File: src/design/mmc1_pkg.sv
`default_nettype none

package mmc1_pkg;

	// Bus and memory address widths
	localparam int CPU_AW = 16;
	localparam int PPU_AW = 14;
	localparam int PRG_AW = 19;	// 512 KB of PRG ROM
	localparam int CHR_AW = 17;	// 128 KB of CHR ROM or RAM
	localparam int SRM_AW = 15;	// 32 KB of PRG-RAM
	localparam int MREG_W = 5;	// Every MMC1 register is five bits wide

	typedef logic [CPU_AW-1:0] cpu_addr_t;
	typedef logic [PPU_AW-1:0] ppu_addr_t;
	typedef logic [PRG_AW-1:0] prg_addr_t;
	typedef logic [CHR_AW-1:0] chr_addr_t;
	typedef logic [SRM_AW-1:0] srm_addr_t;
	typedef logic [MREG_W-1:0] mreg_t;

	// Register selected by CPU address bits 14:13 on the fifth write
	localparam logic [1:0] REG_CTRL = 2'd0;	// $8000-$9FFF
	localparam logic [1:0] REG_CHR0 = 2'd1;	// $A000-$BFFF
	localparam logic [1:0] REG_CHR1 = 2'd2;	// $C000-$DFFF
	localparam logic [1:0] REG_PRG  = 2'd3;	// $E000-$FFFF

	// The marker bit walks down as data bits enter from the top,
	// so the fifth write is the one that finds it in bit 0
	localparam mreg_t SHIFT_EMPTY = 5'b10000;

	// The power-up control value selects 4 KB CHR mode, PRG mode 3 and horizontal mirroring
	localparam mreg_t CTRL_RESET = 5'b11111;

	// Submapper that keeps CPU A14 as PRG A14 (32 KB boards wired without bank bit 0)
	localparam logic [3:0] SUB_PRG32 = 4'd5;

	// Mapper number of the MMC1 variant whose PRG-RAM cannot be disabled
	localparam logic [7:0] IDX_RAM_ALWAYS = 8'd155;

	// Save-state addresses 0 to 3 hold the registers themselves
	localparam logic [7:0] SST_SHIFT_ADDR = 8'd4;
	localparam logic [7:0] SST_IDX_ADDR   = 8'd127;

endpackage

`default_nettype wire

File: src/design/mmc1_regs.sv
`default_nettype none
`timescale 1ns/1ns

module mmc1_regs
(
	input  wire                 m2,
	input  wire                 reg_rst,
	input  mmc1_pkg::cpu_addr_t cpu_addr,
	input  wire [7:0]           cpu_data,
	input  wire                 cpu_rw,
	input  wire                 sst_act,
	input  wire                 sst_we_reg,
	input  wire [7:0]           sst_addr,
	input  wire [4:0]           sst_dato,
	input  wire [7:0]           cfg_map_idx,
	output mmc1_pkg::mreg_t     r_ctrl,
	output mmc1_pkg::mreg_t     r_chr0,
	output mmc1_pkg::mreg_t     r_chr1,
	output mmc1_pkg::mreg_t     r_prg,
	output logic [7:0]          sst_di
);
	import mmc1_pkg::*;

	logic  wr_hist;	// Set when the previous m2 edge took a write
	mreg_t shift_q;
	mreg_t regs_q [4];

	logic  wr_stb;
	logic  wr_clr;
	logic  wr_commit;
	mreg_t shift_in;
	logic  sst_reg_sel;
	logic  sst_shift_sel;

	// The real chip only reacts to the first of two adjacent write cycles,
	// which is how it survives the double write of read-modify-write opcodes
	assign wr_stb    = cpu_addr[15] & ~cpu_rw & ~wr_hist;
	assign wr_clr    = wr_stb & cpu_data[7];
	assign wr_commit = wr_stb & ~cpu_data[7] & shift_q[0];
	assign shift_in  = {cpu_data[0], shift_q[4:1]};	// LSB first from the CPU

	assign sst_reg_sel   = (sst_addr[7:2] == 6'd0);
	assign sst_shift_sel = (sst_addr == SST_SHIFT_ADDR);

	always_ff @(posedge m2)
	begin
		if (reg_rst)
			wr_hist <= 1'b0;
		else
			wr_hist <= wr_stb;
	end

	always_ff @(posedge m2)
	begin
		if (reg_rst)
		begin
			regs_q[REG_CTRL] <= CTRL_RESET;
			regs_q[REG_CHR0] <= '0;
			regs_q[REG_CHR1] <= '0;
			regs_q[REG_PRG]  <= '0;	// Bit 4 low leaves PRG-RAM enabled
			shift_q          <= SHIFT_EMPTY;
		end
		else if (sst_act)
		begin
			// Save-state traffic owns the registers, CPU writes are dropped
			if (sst_we_reg && sst_reg_sel)
				regs_q[sst_addr[1:0]] <= sst_dato;
			if (sst_we_reg && sst_shift_sel)
				shift_q <= sst_dato;
		end
		else if (wr_clr)
		begin
			shift_q             <= SHIFT_EMPTY;
			regs_q[REG_CTRL][3:2] <= 2'b11;	// Back to PRG mode 3
		end
		else if (wr_stb)
		begin
			if (shift_q[0])
			begin
				regs_q[cpu_addr[14:13]] <= shift_in;
				shift_q                 <= SHIFT_EMPTY;
			end
			else
			begin
				shift_q <= shift_in;
			end
		end
	end

	assign r_ctrl = regs_q[REG_CTRL];
	assign r_chr0 = regs_q[REG_CHR0];
	assign r_chr1 = regs_q[REG_CHR1];
	assign r_prg  = regs_q[REG_PRG];

	always_comb
	begin
		if (sst_reg_sel)
			sst_di = {3'b000, regs_q[sst_addr[1:0]]};
		else if (sst_shift_sel)
			sst_di = {3'b000, shift_q};
		else if (sst_addr == SST_IDX_ADDR)
			sst_di = cfg_map_idx;	// Lets a loader check the state belongs to this mapper
		else
			sst_di = 8'hff;
	end

	// The marker bit must always be somewhere in the shift register
	a_shift_marker: assert property (@(posedge m2) disable iff (reg_rst)
		!sst_act |-> shift_q != '0)
		else $error("shift register lost its marker bit");

	// Fifth write hands the value over and restarts the serial load
	a_commit_empty: assert property (@(posedge m2) disable iff (reg_rst)
		wr_commit && !sst_act |=> shift_q == SHIFT_EMPTY)
		else $error("shift register not empty after a commit");

endmodule

`default_nettype wire

File: src/design/mmc1_bank_map.sv
`default_nettype none
`timescale 1ns/1ns

module mmc1_bank_map
(
	input  mmc1_pkg::cpu_addr_t cpu_addr,
	input  wire                 cpu_rw,
	input  mmc1_pkg::ppu_addr_t ppu_addr,
	input  wire                 ppu_oe,
	input  wire                 ppu_we,
	input  wire                 cfg_chr_ram,
	input  wire [3:0]           cfg_map_sub,
	input  wire [7:0]           cfg_map_idx,
	input  mmc1_pkg::mreg_t     r_ctrl,
	input  mmc1_pkg::mreg_t     r_chr0,
	input  mmc1_pkg::mreg_t     r_chr1,
	input  mmc1_pkg::mreg_t     r_prg,
	input  wire [7:0]           prg_do,
	input  wire [7:0]           srm_do,
	output mmc1_pkg::prg_addr_t prg_addr,
	output logic                prg_ce,
	output logic                prg_oe,
	output mmc1_pkg::chr_addr_t chr_addr,
	output logic                chr_ce,
	output logic                chr_oe,
	output logic                chr_we,
	output mmc1_pkg::srm_addr_t srm_addr,
	output logic                srm_ce,
	output logic                srm_oe,
	output logic                srm_we,
	output logic                ciram_a10,
	output logic                ciram_ce,
	output logic                map_cpu_oe,
	output logic [7:0]          map_cpu_do
);
	import mmc1_pkg::*;

	logic       prg_mode;	// Clear selects 32 KB switching
	logic       chr_mode;	// Clear selects 8 KB switching
	logic       ram_on;
	logic [3:0] prg_bank;
	logic [4:0] chr_bank;
	logic       prg_a14;
	logic [4:0] chr_hi;
	logic [1:0] srm_bank;

	assign prg_mode = r_ctrl[3];
	assign chr_mode = r_ctrl[4];

	// In 16 KB mode control bit 2 names the fixed half, the other half follows r_prg
	always_comb
	begin
		if (!prg_mode)
			prg_bank = {r_prg[3:1], cpu_addr[14]};
		else if (r_ctrl[2] != cpu_addr[14])
			prg_bank = r_prg[3:0];
		else
			prg_bank = cpu_addr[14] ? 4'hf : 4'h0;
	end

	always_comb
	begin
		if (!chr_mode)
			chr_bank = {r_chr0[4:1], ppu_addr[12]};
		else if (ppu_addr[12])
			chr_bank = r_chr1;
		else
			chr_bank = r_chr0;
	end

	assign prg_a14 = (cfg_map_sub == SUB_PRG32) ? cpu_addr[14] : prg_bank[0];

	// SUROM style boards take the 256 KB PRG select from the live CHR bank
	assign prg_addr = {chr_bank[4], prg_bank[3:1], prg_a14, cpu_addr[13:0]};
	assign prg_ce   = cpu_addr[15];
	assign prg_oe   = cpu_rw;

	// With 8 KB of CHR RAM only bit 0 addresses CHR, bits 3:2 move to the PRG-RAM bank
	assign chr_hi   = cfg_chr_ram ? {4'b0000, chr_bank[0]} : chr_bank;
	assign srm_bank = cfg_chr_ram ? chr_bank[3:2] : 2'b00;

	assign chr_addr = {chr_hi, ppu_addr[11:0]};
	assign ciram_ce = ~ppu_addr[13];	// Pattern space is $0000-$1FFF
	assign chr_ce   = ciram_ce;
	assign chr_oe   = ~ppu_oe;
	assign chr_we   = cfg_chr_ram & ~ppu_we & ciram_ce;

	assign ram_on   = ~r_prg[4] | (cfg_map_idx == IDX_RAM_ALWAYS);
	assign srm_addr = {srm_bank, cpu_addr[12:0]};
	assign srm_ce   = (cpu_addr[15:13] == 3'b011) & ram_on;	// $6000-$7FFF window
	assign srm_oe   = cpu_rw;
	assign srm_we   = ~cpu_rw;

	// 0 and 1 are one-screen, 2 is vertical and 3 is horizontal
	always_comb
	begin
		case (r_ctrl[1:0])
			2'b00: ciram_a10 = 1'b0;
			2'b01: ciram_a10 = 1'b1;
			2'b10: ciram_a10 = ppu_addr[10];
			default: ciram_a10 = ppu_addr[11];
		endcase
	end

	assign map_cpu_oe = (srm_ce & srm_oe) | (prg_ce & prg_oe);
	assign map_cpu_do = srm_ce ? srm_do : prg_do;

	// The ROM and RAM windows come from separate address decodes
	always_comb
	begin
		assert (!(prg_ce && srm_ce))
			else $error("PRG ROM and PRG-RAM enabled together");
	end

endmodule

`default_nettype wire

File: src/design/mmc1_top.sv
`default_nettype none
`timescale 1ns/1ns

module mmc1_top
(
	input  wire                 m2,
	input  wire                 reg_rst,
	input  mmc1_pkg::cpu_addr_t cpu_addr,
	input  wire [7:0]           cpu_data,
	input  wire                 cpu_rw,
	input  mmc1_pkg::ppu_addr_t ppu_addr,
	input  wire                 ppu_oe,
	input  wire                 ppu_we,
	input  wire                 cfg_chr_ram,
	input  wire [3:0]           cfg_map_sub,
	input  wire [7:0]           cfg_map_idx,
	input  wire                 sst_act,
	input  wire                 sst_we_reg,
	input  wire [7:0]           sst_addr,
	input  wire [4:0]           sst_dato,
	input  wire [7:0]           prg_do,
	input  wire [7:0]           srm_do,
	output mmc1_pkg::prg_addr_t prg_addr,
	output logic                prg_ce,
	output logic                prg_oe,
	output mmc1_pkg::chr_addr_t chr_addr,
	output logic                chr_ce,
	output logic                chr_oe,
	output logic                chr_we,
	output mmc1_pkg::srm_addr_t srm_addr,
	output logic                srm_ce,
	output logic                srm_oe,
	output logic                srm_we,
	output logic                ciram_a10,
	output logic                ciram_ce,
	output logic                map_cpu_oe,
	output logic [7:0]          map_cpu_do,
	output logic [7:0]          sst_di
);
	import mmc1_pkg::*;

	// Committed register values, the only state the bank mapper sees
	mreg_t r_ctrl;
	mreg_t r_chr0;
	mreg_t r_chr1;
	mreg_t r_prg;

	mmc1_regs u_regs
	(
		.m2          (m2),
		.reg_rst     (reg_rst),
		.cpu_addr    (cpu_addr),
		.cpu_data    (cpu_data),
		.cpu_rw      (cpu_rw),
		.sst_act     (sst_act),
		.sst_we_reg  (sst_we_reg),
		.sst_addr    (sst_addr),
		.sst_dato    (sst_dato),
		.cfg_map_idx (cfg_map_idx),
		.r_ctrl      (r_ctrl),
		.r_chr0      (r_chr0),
		.r_chr1      (r_chr1),
		.r_prg       (r_prg),
		.sst_di      (sst_di)
	);

	mmc1_bank_map u_bank_map
	(
		.cpu_addr    (cpu_addr),
		.cpu_rw      (cpu_rw),
		.ppu_addr    (ppu_addr),
		.ppu_oe      (ppu_oe),
		.ppu_we      (ppu_we),
		.cfg_chr_ram (cfg_chr_ram),
		.cfg_map_sub (cfg_map_sub),
		.cfg_map_idx (cfg_map_idx),
		.r_ctrl      (r_ctrl),
		.r_chr0      (r_chr0),
		.r_chr1      (r_chr1),
		.r_prg       (r_prg),
		.prg_do      (prg_do),
		.srm_do      (srm_do),
		.prg_addr    (prg_addr),
		.prg_ce      (prg_ce),
		.prg_oe      (prg_oe),
		.chr_addr    (chr_addr),
		.chr_ce      (chr_ce),
		.chr_oe      (chr_oe),
		.chr_we      (chr_we),
		.srm_addr    (srm_addr),
		.srm_ce      (srm_ce),
		.srm_oe      (srm_oe),
		.srm_we      (srm_we),
		.ciram_a10   (ciram_a10),
		.ciram_ce    (ciram_ce),
		.map_cpu_oe  (map_cpu_oe),
		.map_cpu_do  (map_cpu_do)
	);

endmodule

`default_nettype wire

File: config.mk
export PLATFORM = sky130hd
export DESIGN_NAME = mmc1_top
export DESIGN_NICKNAME = d
export VERILOG_FILES = /design/src/design/mmc1_pkg.sv /design/src/design/mmc1_regs.sv /design/src/design/mmc1_bank_map.sv /design/src/design/mmc1_top.sv
export SDC_FILE = /design/constraint.sdc
export NUM_CORES = 1
export LEC_CHECK = 0
export ABC_AREA = 1
export BUFFER_PORTS_ARGS = -buffer_cell sky130_fd_sc_hd__buf_2
export CAP_MARGIN = 10
export CELL_PAD_IN_SITES_DETAIL_PLACEMENT = 0
export CELL_PAD_IN_SITES_GLOBAL_PLACEMENT = 1
export CORE_MARGIN = 2
export CORE_UTILIZATION = 28
export CTS_BUF_LIST = sky130_fd_sc_hd__clkbuf_4
export DETAILED_ROUTE_END_ITERATION = 8
export PLACE_DENSITY_LB_ADDON = 0.1
export SLEW_MARGIN = 40
export SYNTH_ARGS = -nofsm -noshare
export SYNTH_HDL_FRONTEND = slang
export SYNTH_HIERARCHICAL = 1
export SYNTH_SLANG_ARGS = --single-unit
File: constraint.sdc
create_clock -name m2 -period 1.9 [get_ports m2]
set_input_delay 0.095 -clock m2 [delete_from_list [all_inputs] [get_ports m2]]
set_output_delay 0.095 -clock m2 [all_outputs]
set_load 0.01 [all_outputs]
# Yosys cells after proc, flatten, opt, wreduce, memory -nomap -nowiden
# Memories as Yosys holds them, arrays and structs flattened.
# Index checks and enable logic that the tools add are counted.
# word_totals
ff_bits	6
ramBits	20
in_bits	87
output_inout_bits	78
memories	1
# mem_list
memory	words	width	read_ports	rd_ports_with_merged_regs	wr	line	rtl
u_regs.regs_q	4	5	5	0	4	mmc1_regs.sv:26	mreg_t regs_q [4];
# classes
n_eq_ne	9
mux	41
bitwise	17
reduce_logical	8
# ops
cell	n
2-to-1 mux 5 bit	10
2-to-1 mux 8 bit	4
2-to-1 mux 1 bit	17
2-to-1 mux 2 bit	6
2-to-1 mux 4 bit	3
OR reduction 5 bit	2
bitwise AND 1 bit	8
equality test 8 x 3 -> 1 bit (second input constant)	1
equality test 8 x 7 -> 1 bit (second input constant)	1
equality test 8 bit (second input constant)	1
zero test 6 bit	1
NOT 1 bit	6
equality test 4 x 3 -> 1 bit (second input constant)	1
equality test 3 x 2 -> 1 bit (second input constant)	1
OR 1 bit	3
one-hot mux 1 bit (3 select lines)	1
nonzero test 3 bit	1
equality test 2 x 1 -> 1 bit (second input constant)	1
equality test 2 bit (second input constant)	1
logical AND 1 bit	2
zero test 2 bit	1
inequality test 2 x 1 -> 1 bit (second input constant)	1
AND reduction 2 bit	1
inequality test 1 bit	1

# Longest topological paths before layout
# Gate-level depths: netlist of the first run.
# logic_depth
word_depth	11
depth_mapped	9
mapped_depth_nobuf	9

# Modules after synthesis
# Netlist of the first run, hierarchy kept.
# modules_own_cells
mod	instances	cells_each	area_each_um2	seq_area_each_um2
mmc1_regs	1	214	1666.6	720.7
mmc1_bank_map	1	134	779.5	0.0

# Worst setup path after synthesis of the first run
# OpenSTA, ideal clock, no wires.
# synth_path
path_type	register to register
startpoint	register u_regs.shift_q[0]
endpoint	memory u_regs/regs_q[3][0] (netlist name), enable pin
arrival_ns	1.157
path_slack_ns	0.398
stages_incl_launch_ff	7
path_buffers	0
synth_period_minus_slack_ns	1.502
path_cell_list	dfxtp_1 inv_1 nor3_4 nand2_1 nand3_2 inv_2 nor3_1
# synth_lines
item	line	rtl
from (decl)	mmc1_regs.sv:25	mreg_t shift_q;
from (signal assigned)	mmc1_regs.sv:69	shift_q <= sst_dato;
from (signal assigned)	mmc1_regs.sv:85	shift_q <= shift_in;
to (decl)	mmc1_regs.sv:26	

==> results, run 1 <==
- Summed over all instances, the cell type with the most area after synthesis is sky130_fd_sc_hd__edfxtp_1.
- The design draws 0.00137 W.
- In this run the critical register-to-register path is captured at u_regs/regs_q[3][2]$_DFFE_PP_.
- The pin count of the biggest net entering global routing is 17.
- In this run the number of H-tree levels came out at 1.
- The areal power density over the cells is 489 nW/µm².
- The first TritonRoute pass finished after 4 iterations.
- The startpoint identified for the worst hold timing path is reg_rst.
- The clock net in this run drives a total of 26 sinks.
- The largest individual stage delay along the critical path comes from the cell sky130_fd_sc_hd__dfxtp_1.
- From synthesis to final layout, the design area changed by 14.4%.
- After detailed routing, the average wire length per cell comes to 13.7 µm.
- The floorplan step defined a die boundary enclosing 9500 µm².
- Across the VDD grid, the largest voltage drop is 0.267 mV.
- STA classifies the critical path endpoint as a flop.
- The setup check on the worst reg-to-reg path leaves a slack of 150 ps.
- The overall fraction of global-route tracks in use is 14.5%.
- Dividing the final minimum period by the clock period gives 92.1%.
- Routability-driven placement finished with a final weighted congestion of 0.793.
- The worst slew slack as a fraction of its limit is 66.6%.
- For this block, the via count after detailed routing is 2290.
- The number of global-route vias before repair is 2160.
- The first global-routing pass estimated 11000 µm of wire.
- The setup clock skew after layout is 18.7 ps.
- The setup path with the least slack is of type reg2reg.
- The number of vias per cell after detailed routing is 4.47.
- The leading cell type in the layout, fill and taps excluded is sky130_fd_sc_hd__buf_2.
- The final count of pins violating max slew is 0.
- After clock tree synthesis, the clock-pin slew on the worst setup and hold paths is 160 ps.
- For this block, the initial DRC count from the detailed router was 55.
- The mean cell area of the mapped netlist is 7.03 µm².
- The critical path startpoint category is a flop.
- The finished layout holds 512 standard cells, fillers aside.
- The clock latency reported for the late side of the worst-skew pair is 330 ps.
- The repair_antennas step left the layout with diodes totalling 0.
- The classification of the worst-slack hold path is in2reg.
- Counting flops with an async set or reset pin after synthesis yields a share of 0%.
- The commonest register cell after synthesis is sky130_fd_sc_hd__edfxtp_1.
- The number of cells on the worst reg-to-reg path is 6.
- Setup violations remaining at the end of the flow were counted as 0.
- The initial antenna violation count is 0.
- Yosys printed 6 warnings.
- STA puts the critical path data arrival time at 1760 ps.
- The count of nets left with antenna violations after detail routing is 0.
- Yosys attributes the largest share of cell area to sky130_fd_sc_hd__edfxtp_1, sky130_fd_sc_hd__buf_4, sky130_fd_sc_hd__nand2_1.
- The remaining design rule violation count is 0.
- The clock tree root buffer cell is sky130_fd_sc_hd__clkbuf_4.
- At the worst endpoint, the required time is 1910 ps.
- The count of distinct cell types in the synthesized netlist is 34.
- The actual transition at the worst max-transition pin is 496 ps.
- The routed design has 7040 µm of wire.
- The mapped netlist covers 2450 µm².
- The standby leakage power is 1.41 nW.
- The die is 97.5 µm wide.
- The count of endpoints failing hold in the final timing report is 0.
- The register area is 721 µm².
- TritonCTS built the clock tree.
- The floorplan has 34 rows.
- Synthesis produced a netlist with a net count of 435.
- The final net count is 492.
- Across all setup checks in the final design, the least slack found is 149 ps.
- The flow ran to the end, and the final reports show no timing, DRC or antenna violations.
- The total clock buffers created by CTS is 3.
- The launch instance of the worst register-to-register path is u_regs/shift_q[0]$_SDFFE_PP0P_.
- Global routing finished with a remaining overflow of 0.
- The maximum number of buffers from clock root to sink is 2.
- For this run, the slowest stage of the critical path takes 410 ps.
- The post-detailed-placement half-perimeter wirelength is 5900 µm.
- Along the worst hold path, the cell count comes to 2.
- The worst hold path terminates at u_regs/wr_hist$_SDFF_PP0_.
- The post-synthesis cell count is 348.
- The maximum fanout count along the critical path is 6.
- In this run, post-CTS hold repair placed 0 buffers.
- The achievable clock frequency is 571 MHz.
- The sequential share of the synthesized area is 29.5%.
- The number of maximum-capacitance constraint violations is 0.
- Counting tap cells, the placed design contains a total of 508 instances.
- The final period demand of the worst path is 1750 ps.
- The synthesized design contains 26 register bits.
- Summing all multi-input logic gate instances after layout gives 1200 µm².
- Setup repair after global routing left no endpoint under its margin.
- The post-placement setup slack is 136 ps.
- The vertical die dimension is 97.5 µm.
- The initial standard-cell utilization of the core is 28.5%.
- 165 I/O pins were placed.
- Traced cell by cell, the critical path runs through inv_1 > nor3_4 > nand2_1 > nand3_2 > inv_2 > nor3_1.
- The count of flip-flops with a built-in enable after synthesis is 20.
- Summed over all failing endpoints, the final setup total negative slack is 0 ps.
- The top cell types in the final layout, fill and taps aside, are sky130_fd_sc_hd__buf_2, sky130_fd_sc_hd__nand2_1, sky130_fd_sc_hd__nor2_1, sky130_fd_sc_hd__inv_1, sky130_fd_sc_hd__nand3_1.
- The filler cells instantiated in the layout total 1006.
- The floorplan core area is 8590 µm².
- In the final layout, the share of cells above drive strength 1 is 36.1%.
- The share of synthesized area in the top cell type comes to 24.6%.
- The number of input and output port buffers inserted is 99.
-- critical path: cells and delay by family, from the launching register on --
| family | cells | cell delay, ps |
|---|---|---|
| simple gates | 4 | 840 |
| flops | 1 | 410 |
| buf+inv | 2 | 170 |
-- power by group --
group	switching [W]	internal, W
registers	0.0000171	0.000632
logic	0.000198	0.000133
clock network	0.000175	0.000213
-- final cells by class --
type | count | area share, %
multi-input cells | 226 | 42.8
flip-flops and latches | 26 | 25.8
repair buffers | 102 | 18.5
inverters | 46 | 6.26
well taps | 108 | 4.83
clock inverters | 1 | 1.07
clock buffers | 3 | 0.805
-- what timing repair did --
item                       4_1_cts  5_1_grt
resized for setup                0        1
setup endpoints to repair        0        3
buffers inserted                 0        0
-- stage by stage --
step	hold WS, ps	instance area [µm²]	utilization [%]
final	22.8	2800	32.6
after global routing	10.3	2800	32.6
after CTS	14.0	2790	32.5
after detailed placement	190	2740	31.9
after global placement	190	2740	31.9
after floorplan	186	2450	-
-- worst max path at each step --
stage / startpoint / endpoint / depth (start not counted)
after CTS: u_regs/shift_q[0]$_SDFFE_PP0P_ / u_regs/regs_q[3][1]$_DFFE_PP_ / 6
after floorplan: u_regs/shift_q[0]$_SDFFE_PP0P_ / u_regs/regs_q[3][0]$_DFFE_PP_ / 6
after global placement: u_regs/shift_q[0]$_SDFFE_PP0P_ / u_regs/regs_q[3][1]$_DFFE_PP_ / 6
after global routing: u_regs/shift_q[0]$_SDFFE_PP0P_ / u_regs/regs_q[3][3]$_DFFE_PP_ / 6
after detailed placement: u_regs/shift_q[0]$_SDFFE_PP0P_ / u_regs/regs_q[3][1]$_DFFE_PP_ / 6
final: u_regs/shift_q[0]$_SDFFE_PP0P_ / u_regs/regs_q[3][2]$_DFFE_PP_ / 6
-- layer usage --
| metal | global-route usage (%) | part of all wire [%] | vias up |
|---|---|---|---|
| li1 | - | - | 1190 |
| met1 | 20.7 | 49 | 1033 |
| met2 | 22.8 | 45 | 52 |
| met3 | 2.09 | 4.8 | 15 |
| met4 | 4.06 | 1.1 | 0 |
| met5 | 0 | 0 | - |
-- cells by family after synthesis --
logic type	Yosys count	share of synthesized area [%]
buf+inv	96	21.8
mux	2	0.818
simple gates	183	39.2
compound gates	41	8.70
flops	26	29.5
-- state kept, by name, indices dropped and copies added (netlist names) --
register        flops
u_regs/regs_q      20
u_regs/shift_q      5
u_regs/wr_hist      1
-- cell usage after synthesis, types with 3 or more instances --
cell	n
sky130_fd_sc_hd__nand2_1	75
sky130_fd_sc_hd__buf_4	45
sky130_fd_sc_hd__nor2_1	37
sky130_fd_sc_hd__inv_1	35
sky130_fd_sc_hd__nand3_1	28
sky130_fd_sc_hd__o21ai_0	21
sky130_fd_sc_hd__edfxtp_1	20
sky130_fd_sc_hd__a21oi_1	14
sky130_fd_sc_hd__inv_2	9
sky130_fd_sc_hd__nand4_1	8
sky130_fd_sc_hd__dfxtp_1	6
sky130_fd_sc_hd__nand2_2	6
sky130_fd_sc_hd__nor3_1	4
sky130_fd_sc_hd__nand3_2	3
sky130_fd_sc_hd__nand4_2	3
sky130_fd_sc_hd__nor2_2	3
sky130_fd_sc_hd__o21ai_1	3
sky130_fd_sc_hd__or2_2	3
Power figures use the tool's default switching activity.
==> run 2: changes to the inputs <==
Settings changed: ABC_AREA 1 to default, CORE_UTILIZATION 28 to 30.
==> run 2 against run 1 <==
  * The flow now finishes with violations (negative setup slack)
  * Sequential power is 0.8% higher
  * Die area is 2.0% lower
  * Sequential share of layout area is 2.4 points lower
  * Area after synthesis is 5.0% higher
  * Critical path type unchanged
  * Largest power group unchanged
==> results, run 2 <==
- The run finished, with violations left.
- The final reports fail on negative setup slack.
- Setup repair after global routing could not meet its margin everywhere.
- The count of flip-flops with a built-in enable after synthesis is 20 (unchanged).
- The chip width came to 96.5 µm (-0.98%).
- The standby leakage power is 1.27 nW (-10%).
- The level count of the clock H-tree came to 1 (unchanged).
- The library cells used most frequently in the layout, excluding fill and tap cells, are sky130_fd_sc_hd__buf_2, sky130_fd_sc_hd__nor2_1, sky130_fd_sc_hd__buf_4, sky130_fd_sc_hd__edfxtp_1, sky130_fd_sc_hd__inv_1.
- The sum of routed wire length over all layers is 7630 µm (+8.4%).
- The category of the most critical setup path is reg2reg.
- The first-pass iteration count of the detailed router is 4 (unchanged).
- The final period demand of the worst path was 1930 ps (+175 ps).
- The total internal power is 0.00102 W (+4.3%).
- The number of maximum-capacitance constraint violations is 0 (unchanged).
- The total number of clock tree sinks is 26 (unchanged).
- The total clock buffers created by CTS is 3 (unchanged).
- The relative contribution of the clock network to total power came to 27.0% (-1.4 points).
- TritonCTS built the clock tree.
- The area of all placed cells without fillers is 3090 µm² (+10%).
- The vertical die dimension was 96.5 µm (-0.98%).
- The number of antenna repair diodes came to 0 (unchanged).
- The signal on the critical path passes through or4b_4 > buf_4 > or3_2 > and3_4.
- The maximum number of buffers from clock root to sink is 2 (unchanged).
- The most common cell in the synthesized netlist is sky130_fd_sc_hd__buf_4.
- The count of endpoints failing hold in the final timing report was 0 (unchanged).
- The floorplan core area was 8260 µm² (-3.9%).
- The slowest library cell on the worst path is sky130_fd_sc_hd__or4b_4.
- The worst slew slack as a fraction of its limit was 65.6% (-1.0 points).
- The placer's final routability congestion estimate is 0.799 (+0.66%).
- CTS placed an instance of sky130_fd_sc_hd__clkbuf_4 at the clock tree root.
- The initial DRC count is 74 (+35%).
- The total net switching power is 0.000389 W (-0.34%).
- The areal power density over the cells came to 456 nW/µm² (-6.7%).
- The synthesized area is 2570 µm² (+5.0%).
- The area of the die is 9310 µm² (-2.0%).
- The initial antenna violation count came to 0 (unchanged).
- The worst setup path is captured at a flop.
- The worst-case setup margin in the final layout was -25.9 ps (-175 ps).
- The pin count of the biggest net entering global routing came to 19 (+2).
- The required time reported for the critical path endpoint is 2010 ps (+100 ps).
- The final net count is 449 (-8.7%).
- The largest register by flop count is u_regs/regs_q.
- The number of global-route vias before repair is 2270 (+5.1%).
- The number of vias per cell after detailed routing is 5.04 (+13%).
- The number of input and output port buffers inserted is 99 (unchanged).
- Compared with the post-synthesis result, the final layout area differs by 20.3%.
- The final number of setup-violating endpoints came to 10 (+10).
- The post-synthesis async set-or-reset flop share is 0% (unchanged).
- The actual transition at the worst max-transition pin came to 517 ps (+20.5 ps).
- The global route total overflow is 0 (unchanged).
- The placed standard-cell area came to 2970 µm² (+8.5%).
- The wire length of the first global-routing pass came to 11700 µm (+6.3%).
- The initial standard-cell utilization of the core is 31.1% (+2.6 points).
- The sum of buffers and inverters on the critical path is 1 (-1).
- The maximum fanout count along the critical path is 4 (-2).
- The via count of the routed design is 2347 (+2.5%).
- The overall power after layout was 0.00141 W (+3.0%).
- The Yosys warning count was 6 (unchanged).
- The critical path's largest stage delay came to 530 ps (+120 ps).
- The post-route fraction of the period consumed by the critical path is 101% (+9.2 points).
- The net count of the mapped netlist came to 381 (-12%).
- The number of primary I/O pins came to 165 (unchanged).
- The library cell used most frequently in the layout, excluding fill and tap cells, is sky130_fd_sc_hd__buf_2.
- The post-synthesis cell count is 294 (-16%).
- Sorting the synthesized cells by area gives the leading types as sky130_fd_sc_hd__edfxtp_1, sky130_fd_sc_hd__buf_4, sky130_fd_sc_hd__dfxtp_1.
- The CTS clock-pin slew for the worst setup and hold paths came to 150 ps (about the same).
- The count of nets left with antenna violations after detail routing was 0 (unchanged).
- The commonest register cell after synthesis is sky130_fd_sc_hd__edfxtp_1.
- The clock latency reported for the late side of the worst-skew pair is 320 ps (about the same).
- The per-cell routed wire length came to 16.4 µm (+19%).
- The mean cell area of the mapped netlist is 8.73 µm² (+24%).
- The fraction of layout cells with a size suffix above 1 came to 44.9% (+8.7 points).
- The logic gate share of total power is 26.6% (+2.4 points).
- The switching share of total power is 27.6% (-0.92 points).
- The number of cells in the design after placement is 461 (-9.3%).
- The cell taking the most area after synthesis is sky130_fd_sc_hd__edfxtp_1.
- The final non-filler cell total was 466 (-9.0%).
- In the final layout, the registers with the most flip-flops are u_regs/regs_q x20, u_regs/shift_q x5, u_regs/wr_hist x1.
- The sequential share of power is 46.4% (-1.0 points).
- The flip-flop count of the largest register, all copies and words added is 20 (unchanged).
- The data arrival time of the critical path is 2040 ps (+280 ps).
- The achievable clock frequency was 519 MHz (-9.1%).
- The worst hold path belongs to the class in2reg.
- By count the netlist is led by sky130_fd_sc_hd__buf_4, sky130_fd_sc_hd__nor2_1, sky130_fd_sc_hd__edfxtp_1.
- The area share of the largest cell type after synthesis came to 23.4% (-1.2 points).
- The sequential share of the synthesized area is 28.1% (-1.4 points).
- The setup clock skew after layout was 5.81 ps (-12.9 ps).
- The remaining design rule violation count came to 0 (unchanged).
- Among cell families on the critical path, the largest total delay comes from simple AND/OR/NAND/NOR gates.
- The worst voltage drop across the vdd grid came to 0.220 mV (-18%).
- The cell row count is 33 (-2.9%).
- The flop and latch count out of synthesis is 26 (unchanged).
- The count of distinct cell types in the synthesized netlist is 57 (+68%).
- STA classifies the critical path startpoint as a flop.
- The final count of pins violating max slew is 0 (unchanged).
- The count of hold buffers inserted by post-cts repair came to 0 (unchanged).
- The overall fraction of global-route tracks in use is 16.2% (+1.8 points).
- The post-detailed-placement half-perimeter wirelength is 6290 µm (+6.6%).
==> run 2: repair_timing <==
action,4_1_cts,5_1_grt
pin swaps,2,2
gates resized for setup,6,4
endpoints found under the setup margin,31,25
buffers inserted,1,0
==> run 2: stage by stage <==
step / setup TNS, ps / utilization [%] / setup slack (ps) / hold slack, ps
after global placement: -853 / 36.0 / -68.5 / 190
after global routing: -351 / 37.4 / -52.2 / 125
after CTS: -202 / 37.2 / -28.2 / 117
after floorplan: -928 / - / -99.8 / 234
final: -184 / 37.4 / -25.9 / 135
after detailed placement: -1310 / 36.0 / -82.9 / 190
==> run 2: final timing paths <==
path | start | end | slack (ps) | cells after the start
setup / recovery | u_regs/wr_hist$_SDFF_PP0_ | u_regs/regs_q[3][4]$_DFFE_PP_ | -30 | 4
hold / removal | sst_dato[3] | u_regs/shift_q[3]$_SDFFE_PP0P_ | 140 | 3
setup reg to reg | u_regs/wr_hist$_SDFF_PP0_ | u_regs/regs_q[3][4]$_DFFE_PP_ | -30 | 4
hold reg to reg | u_regs/wr_hist$_SDFF_PP0_ | u_regs/wr_hist$_SDFF_PP0_ | 570 | 2
==> run 2: cell type report <==
cell class / instances / area, µm²
inverter: 16 / 60.1
tap: 105 / 131
timing repair buffer: 123 / 701
multi-input combinational: 192 / 1420
sequential: 26 / 722
clock inverter: 1 / 30.0
fill: 893 / 5170
clock buffer: 3 / 22.5
==> run 2: metal layers <==
layer,vias up,wire [µm],track usage [%]
met5,-,0,0
met4,0,86,4.23
met3,14,421,1.47
met2,67,3550,26.8
met1,1088,3570,22.8
li1,1178,-,-
==> run 2: worst register-to-register path, stage by stage (launching register included) <==
cell and delay (ps):
sky130_fd_sc_hd__dfxtp_2 350, sky130_fd_sc_hd__or4b_4 530, sky130_fd_sc_hd__buf_4 180, sky130_fd_sc_hd__or3_2 470
sky130_fd_sc_hd__and3_4 200
==> run 2: cell families after synthesis <==
logic type | Yosys count | share of synthesized area (%)
AOI/OAI and AO/OA | 55 | 15.9
muxes | 16 | 8.72
and+or+nand+nor | 121 | 27.8
DFF | 26 | 28.1
buffers and inverters | 76 | 19.4
==> run 2: power by group through the flow <==
stage	logic, W	clock network, W	registers, W
2_1_floorplan	0.000287	0	0.000657
3_3_place_gp	0.000369	0	0.000666
3_5_place_dp	0.000371	0	0.000667
4_1_cts	0.000379	0.000400	0.000654
5_1_grt	0.000413	0.000417	0.000657
6_report	0.000375	0.000380	0.000654
==> run 3: changes to the inputs <==
Clock period 1.9 ns to 2.2 ns, I/O delays scaled along.
==> run 3 against run 2 <==
  * The flow now finishes without violations
  * Design area shrank 6.0%
  * Total power down 15%
  * Clock-buffer cell count did not move
  * Clock power shrank 13%
  * Non-clock buffer count shrank 12
  * Utilization down 2.2 points
  * Largest power group unchanged
  * Via count shrank 2.0%
  * Worst setup slack better by 170 ps
  * Sequential share of layout area is 1.4 points higher
==> results, run 3 (synthesis gave the netlist of run 2 again) <==
- The run finished with clean final reports.
- The initial standard-cell utilization of the core is 31.1% (unchanged).
- The number of global-route vias before repair is 2174 (-4.2%).
- The vertical die dimension is 96.5 µm (unchanged).
- The maximum number of buffers from clock root to sink was 2 (unchanged).
- The fraction of layout cells with a size suffix above 1 is 39.8% (-5.0 points).
- The amount of wire on met3 after detailed routing is 500 µm (+19%).
- The final count of pins violating max slew is 0 (unchanged).
- The post-route fraction of the period consumed by the critical path is 93.4% (-8.0 points).
- The wire length of the first global-routing pass is 11300 µm (-3.6%).
- The pin count of the biggest net entering global routing is 19 (unchanged).
- The register with the most flip-flops in the final layout is u_regs/regs_q.
- The number of input and output port buffers inserted is 99 (unchanged).
- The critical path's largest stage delay was 590 ps (+60 ps).
- The number of cells in the design after placement came to 449 (-2.6%).
- The area of the die is 9310 µm² (unchanged).
- The largest registers in the layout are u_regs/regs_q x20, u_regs/shift_q x5, u_regs/wr_hist x1.
- The via count of the routed design was 2300 (-2.0%).
- The floorplan core area is 8260 µm² (unchanged).
- The areal power density over the cells is 414 nW/µm² (-9.3%).
- The number of primary I/O pins is 165 (unchanged).
- Leaving out fill and tap cells, the most frequent cells in the layout are sky130_fd_sc_hd__buf_2, sky130_fd_sc_hd__nor2_1, sky130_fd_sc_hd__edfxtp_1, sky130_fd_sc_hd__inv_1, sky130_fd_sc_hd__nor3_1.
- The initial antenna violation count was 0 (unchanged).
- The achievable clock frequency is 487 MHz (-6.3%).
- The first-pass iteration count of the detailed router is 5 (+1).
- The count of endpoints failing hold in the final timing report is 0 (unchanged).
- The post-placement setup slack is 50.8 ps (+134 ps).
- The slowest library cell on the worst path is sky130_fd_sc_hd__or4b_4.
- Setup repair after global routing left no endpoint under its margin.
- The clock latency reported for the late side of the worst-skew pair is 330 ps (about the same).
- The placer's final routability congestion estimate is 0.774 (-3.1%).
- The met2 wirelength from detailed routing is 3440 µm (-3.2%).
- The maximum fanout count along the critical path came to 7 (+3).
- The count of hold buffers inserted by post-cts repair is 0 (unchanged).
- The final period demand of the worst path is 2060 ps (+129 ps).
- The sum of routed wire length over all layers is 7340 µm (-3.8%).
- The actual transition at the worst max-transition pin is 667 ps (+150 ps).
- The final number of setup-violating endpoints came to 0 (-10).
- The routed metal-1 wire length came to 3360 µm (-5.9%).
- The number of antenna repair diodes came to 0 (unchanged).
- The category of the most critical setup path is reg2reg.
- The final net count came to 437 (-2.7%).
- The global route total overflow was 0 (unchanged).
- The CTS clock-pin slew for the worst setup and hold paths is 140 ps (about the same).
- The critical path startpoint category is a flop.
- The final non-filler cell total is 454 (-2.6%).
- The total clock buffers created by CTS is 3 (unchanged).
- The initial DRC count is 106 (+43%).
- The post-detailed-placement half-perimeter wirelength is 6000 µm (-4.5%).
- The leading cell type in the layout, fill and taps excluded is sky130_fd_sc_hd__buf_2.
- The flip-flop count of the largest register, all copies and words added is 20 (unchanged).
- The final core area utilization is 35.2% (-2.2 points).
- The data arrival time of the critical path is 2080 ps (+40 ps).
- Walking the worst path, the cells encountered are or4b_4 > nor3_4 > a2bb2oi_2 > o21ai_0.
- The standby leakage power was 1.19 nW (-6.3%).
- The area added between synthesis and finish is 13.1%.
- The classification of the worst-slack hold path is in2reg.
- The number of maximum-capacitance constraint violations is 0 (unchanged).
- The TritonCTS clock tree is done.
- The total number of clock tree sinks is 26 (unchanged).
- The kind of cell with the highest combined delay on the critical path is simple AND/OR/NAND/NOR gates.
- The per-cell routed wire length came to 16.2 µm (-1.3%).
- The setup clock skew after layout came to 1.69 ps (-4.13 ps).
- The topmost layer with routed signal wires is met4.
- The count of nets left with antenna violations after detail routing is 0 (unchanged).
- The remaining design rule violation count is 0 (unchanged).
- The required time reported for the critical path endpoint is 2230 ps (+220 ps).
- The count of fill cells added during filler insertion is 910 (+1.9%).
- The chip width is 96.5 µm (unchanged).
- The overall power after layout is 0.00120 W (-15%).
- The clock tree root buffer cell is sky130_fd_sc_hd__clkbuf_4.
- STA classifies the critical path endpoint as a flop.
- The cell row count is 33 (unchanged).
- The number of vias per cell after detailed routing is 5.07 (+0.59%).
- The worst-case setup margin in the final layout is 145 ps (+171 ps).
- The level count of the clock H-tree is 1 (unchanged).
- The total negative slack for setup checks is 0 ps (+184 ps).
- The sum of buffers and inverters on the critical path was 0 (-1).
- The overall fraction of global-route tracks in use is 15.7% (-0.54 points).
- The worst voltage drop across the vdd grid came to 0.230 mV (+4.6%).
- The worst slew slack as a fraction of its limit is 55.3% (-10 points).
-- run 3: worst reg2reg max path, stage by stage (launching register included) --
cell                        delay [ps]
sky130_fd_sc_hd__dfxtp_1           340
sky130_fd_sc_hd__or4b_4            590
sky130_fd_sc_hd__nor3_4            370
sky130_fd_sc_hd__a2bb2oi_2         170
sky130_fd_sc_hd__o21ai_0           290
-- run 3: per-layer routing --
layer | GRT usage [%] | up-vias
met5 | 0 | -
met4 | 2.58 | 0
met3 | 1.86 | 6
met2 | 26.9 | 75
met1 | 21.6 | 1062
li1 | - | 1157
-- run 3: per-stage QoR --
step | cell area [µm²] | hold WS [ps]
2_1_floorplan | 2570 | 264
3_3_place_gp | 2840 | 220
3_5_place_dp | 2840 | 220
4_1_cts | 2890 | 144
5_1_grt | 2900 | 142
6_report | 2900 | 141
-- run 3: where the power goes --
group,total [W],switching (W),internal (W)
combinational,0.000305,0.000165,0.000139
clock,0.000332,0.000147,0.000184
sequential,0.000566,0.0000195,0.000546
-- run 3: path summary, 6_finish.rpt --
path / start / endpoint / slack [ps] / depth (start not counted)
worst max-delay path: u_regs/wr_hist$_SDFF_PP0_ / u_regs/regs_q[1][3]$_SDFFCE_PN0P_ / 140 / 4
worst min-delay path: sst_dato[3] / u_regs/shift_q[3]$_SDFFE_PP0P_ / 140 / 3
worst max register to register: u_regs/wr_hist$_SDFF_PP0_ / u_regs/regs_q[1][3]$_SDFFCE_PN0P_ / 140 / 4
worst min register to register: u_regs/wr_hist$_SDFF_PP0_ / u_regs/wr_hist$_SDFF_PP0_ / 590 / 2
-- run 3: timing repair --
item                       in CTS  in global routing
setup buffers                   0                  1
gates resized for setup         0                  2
setup endpoints to repair       0                  8
-- run 3: area by class of cell --
| cell class | instances | area [µm²] | area share [%] |
|---|---|---|---|
| Multi-Input combinational cell | 192 | 1350 | 46.6 |
| Sequential cell | 26 | 721 | 24.8 |
| Timing Repair Buffer | 111 | 586 | 20.2 |
| Tap cell | 105 | 131 | 4.52 |
| Inverter | 16 | 60.1 | 2.07 |
| Clock inverter | 1 | 30.0 | 1.03 |
| Clock buffer | 3 | 22.5 | 0.776 |
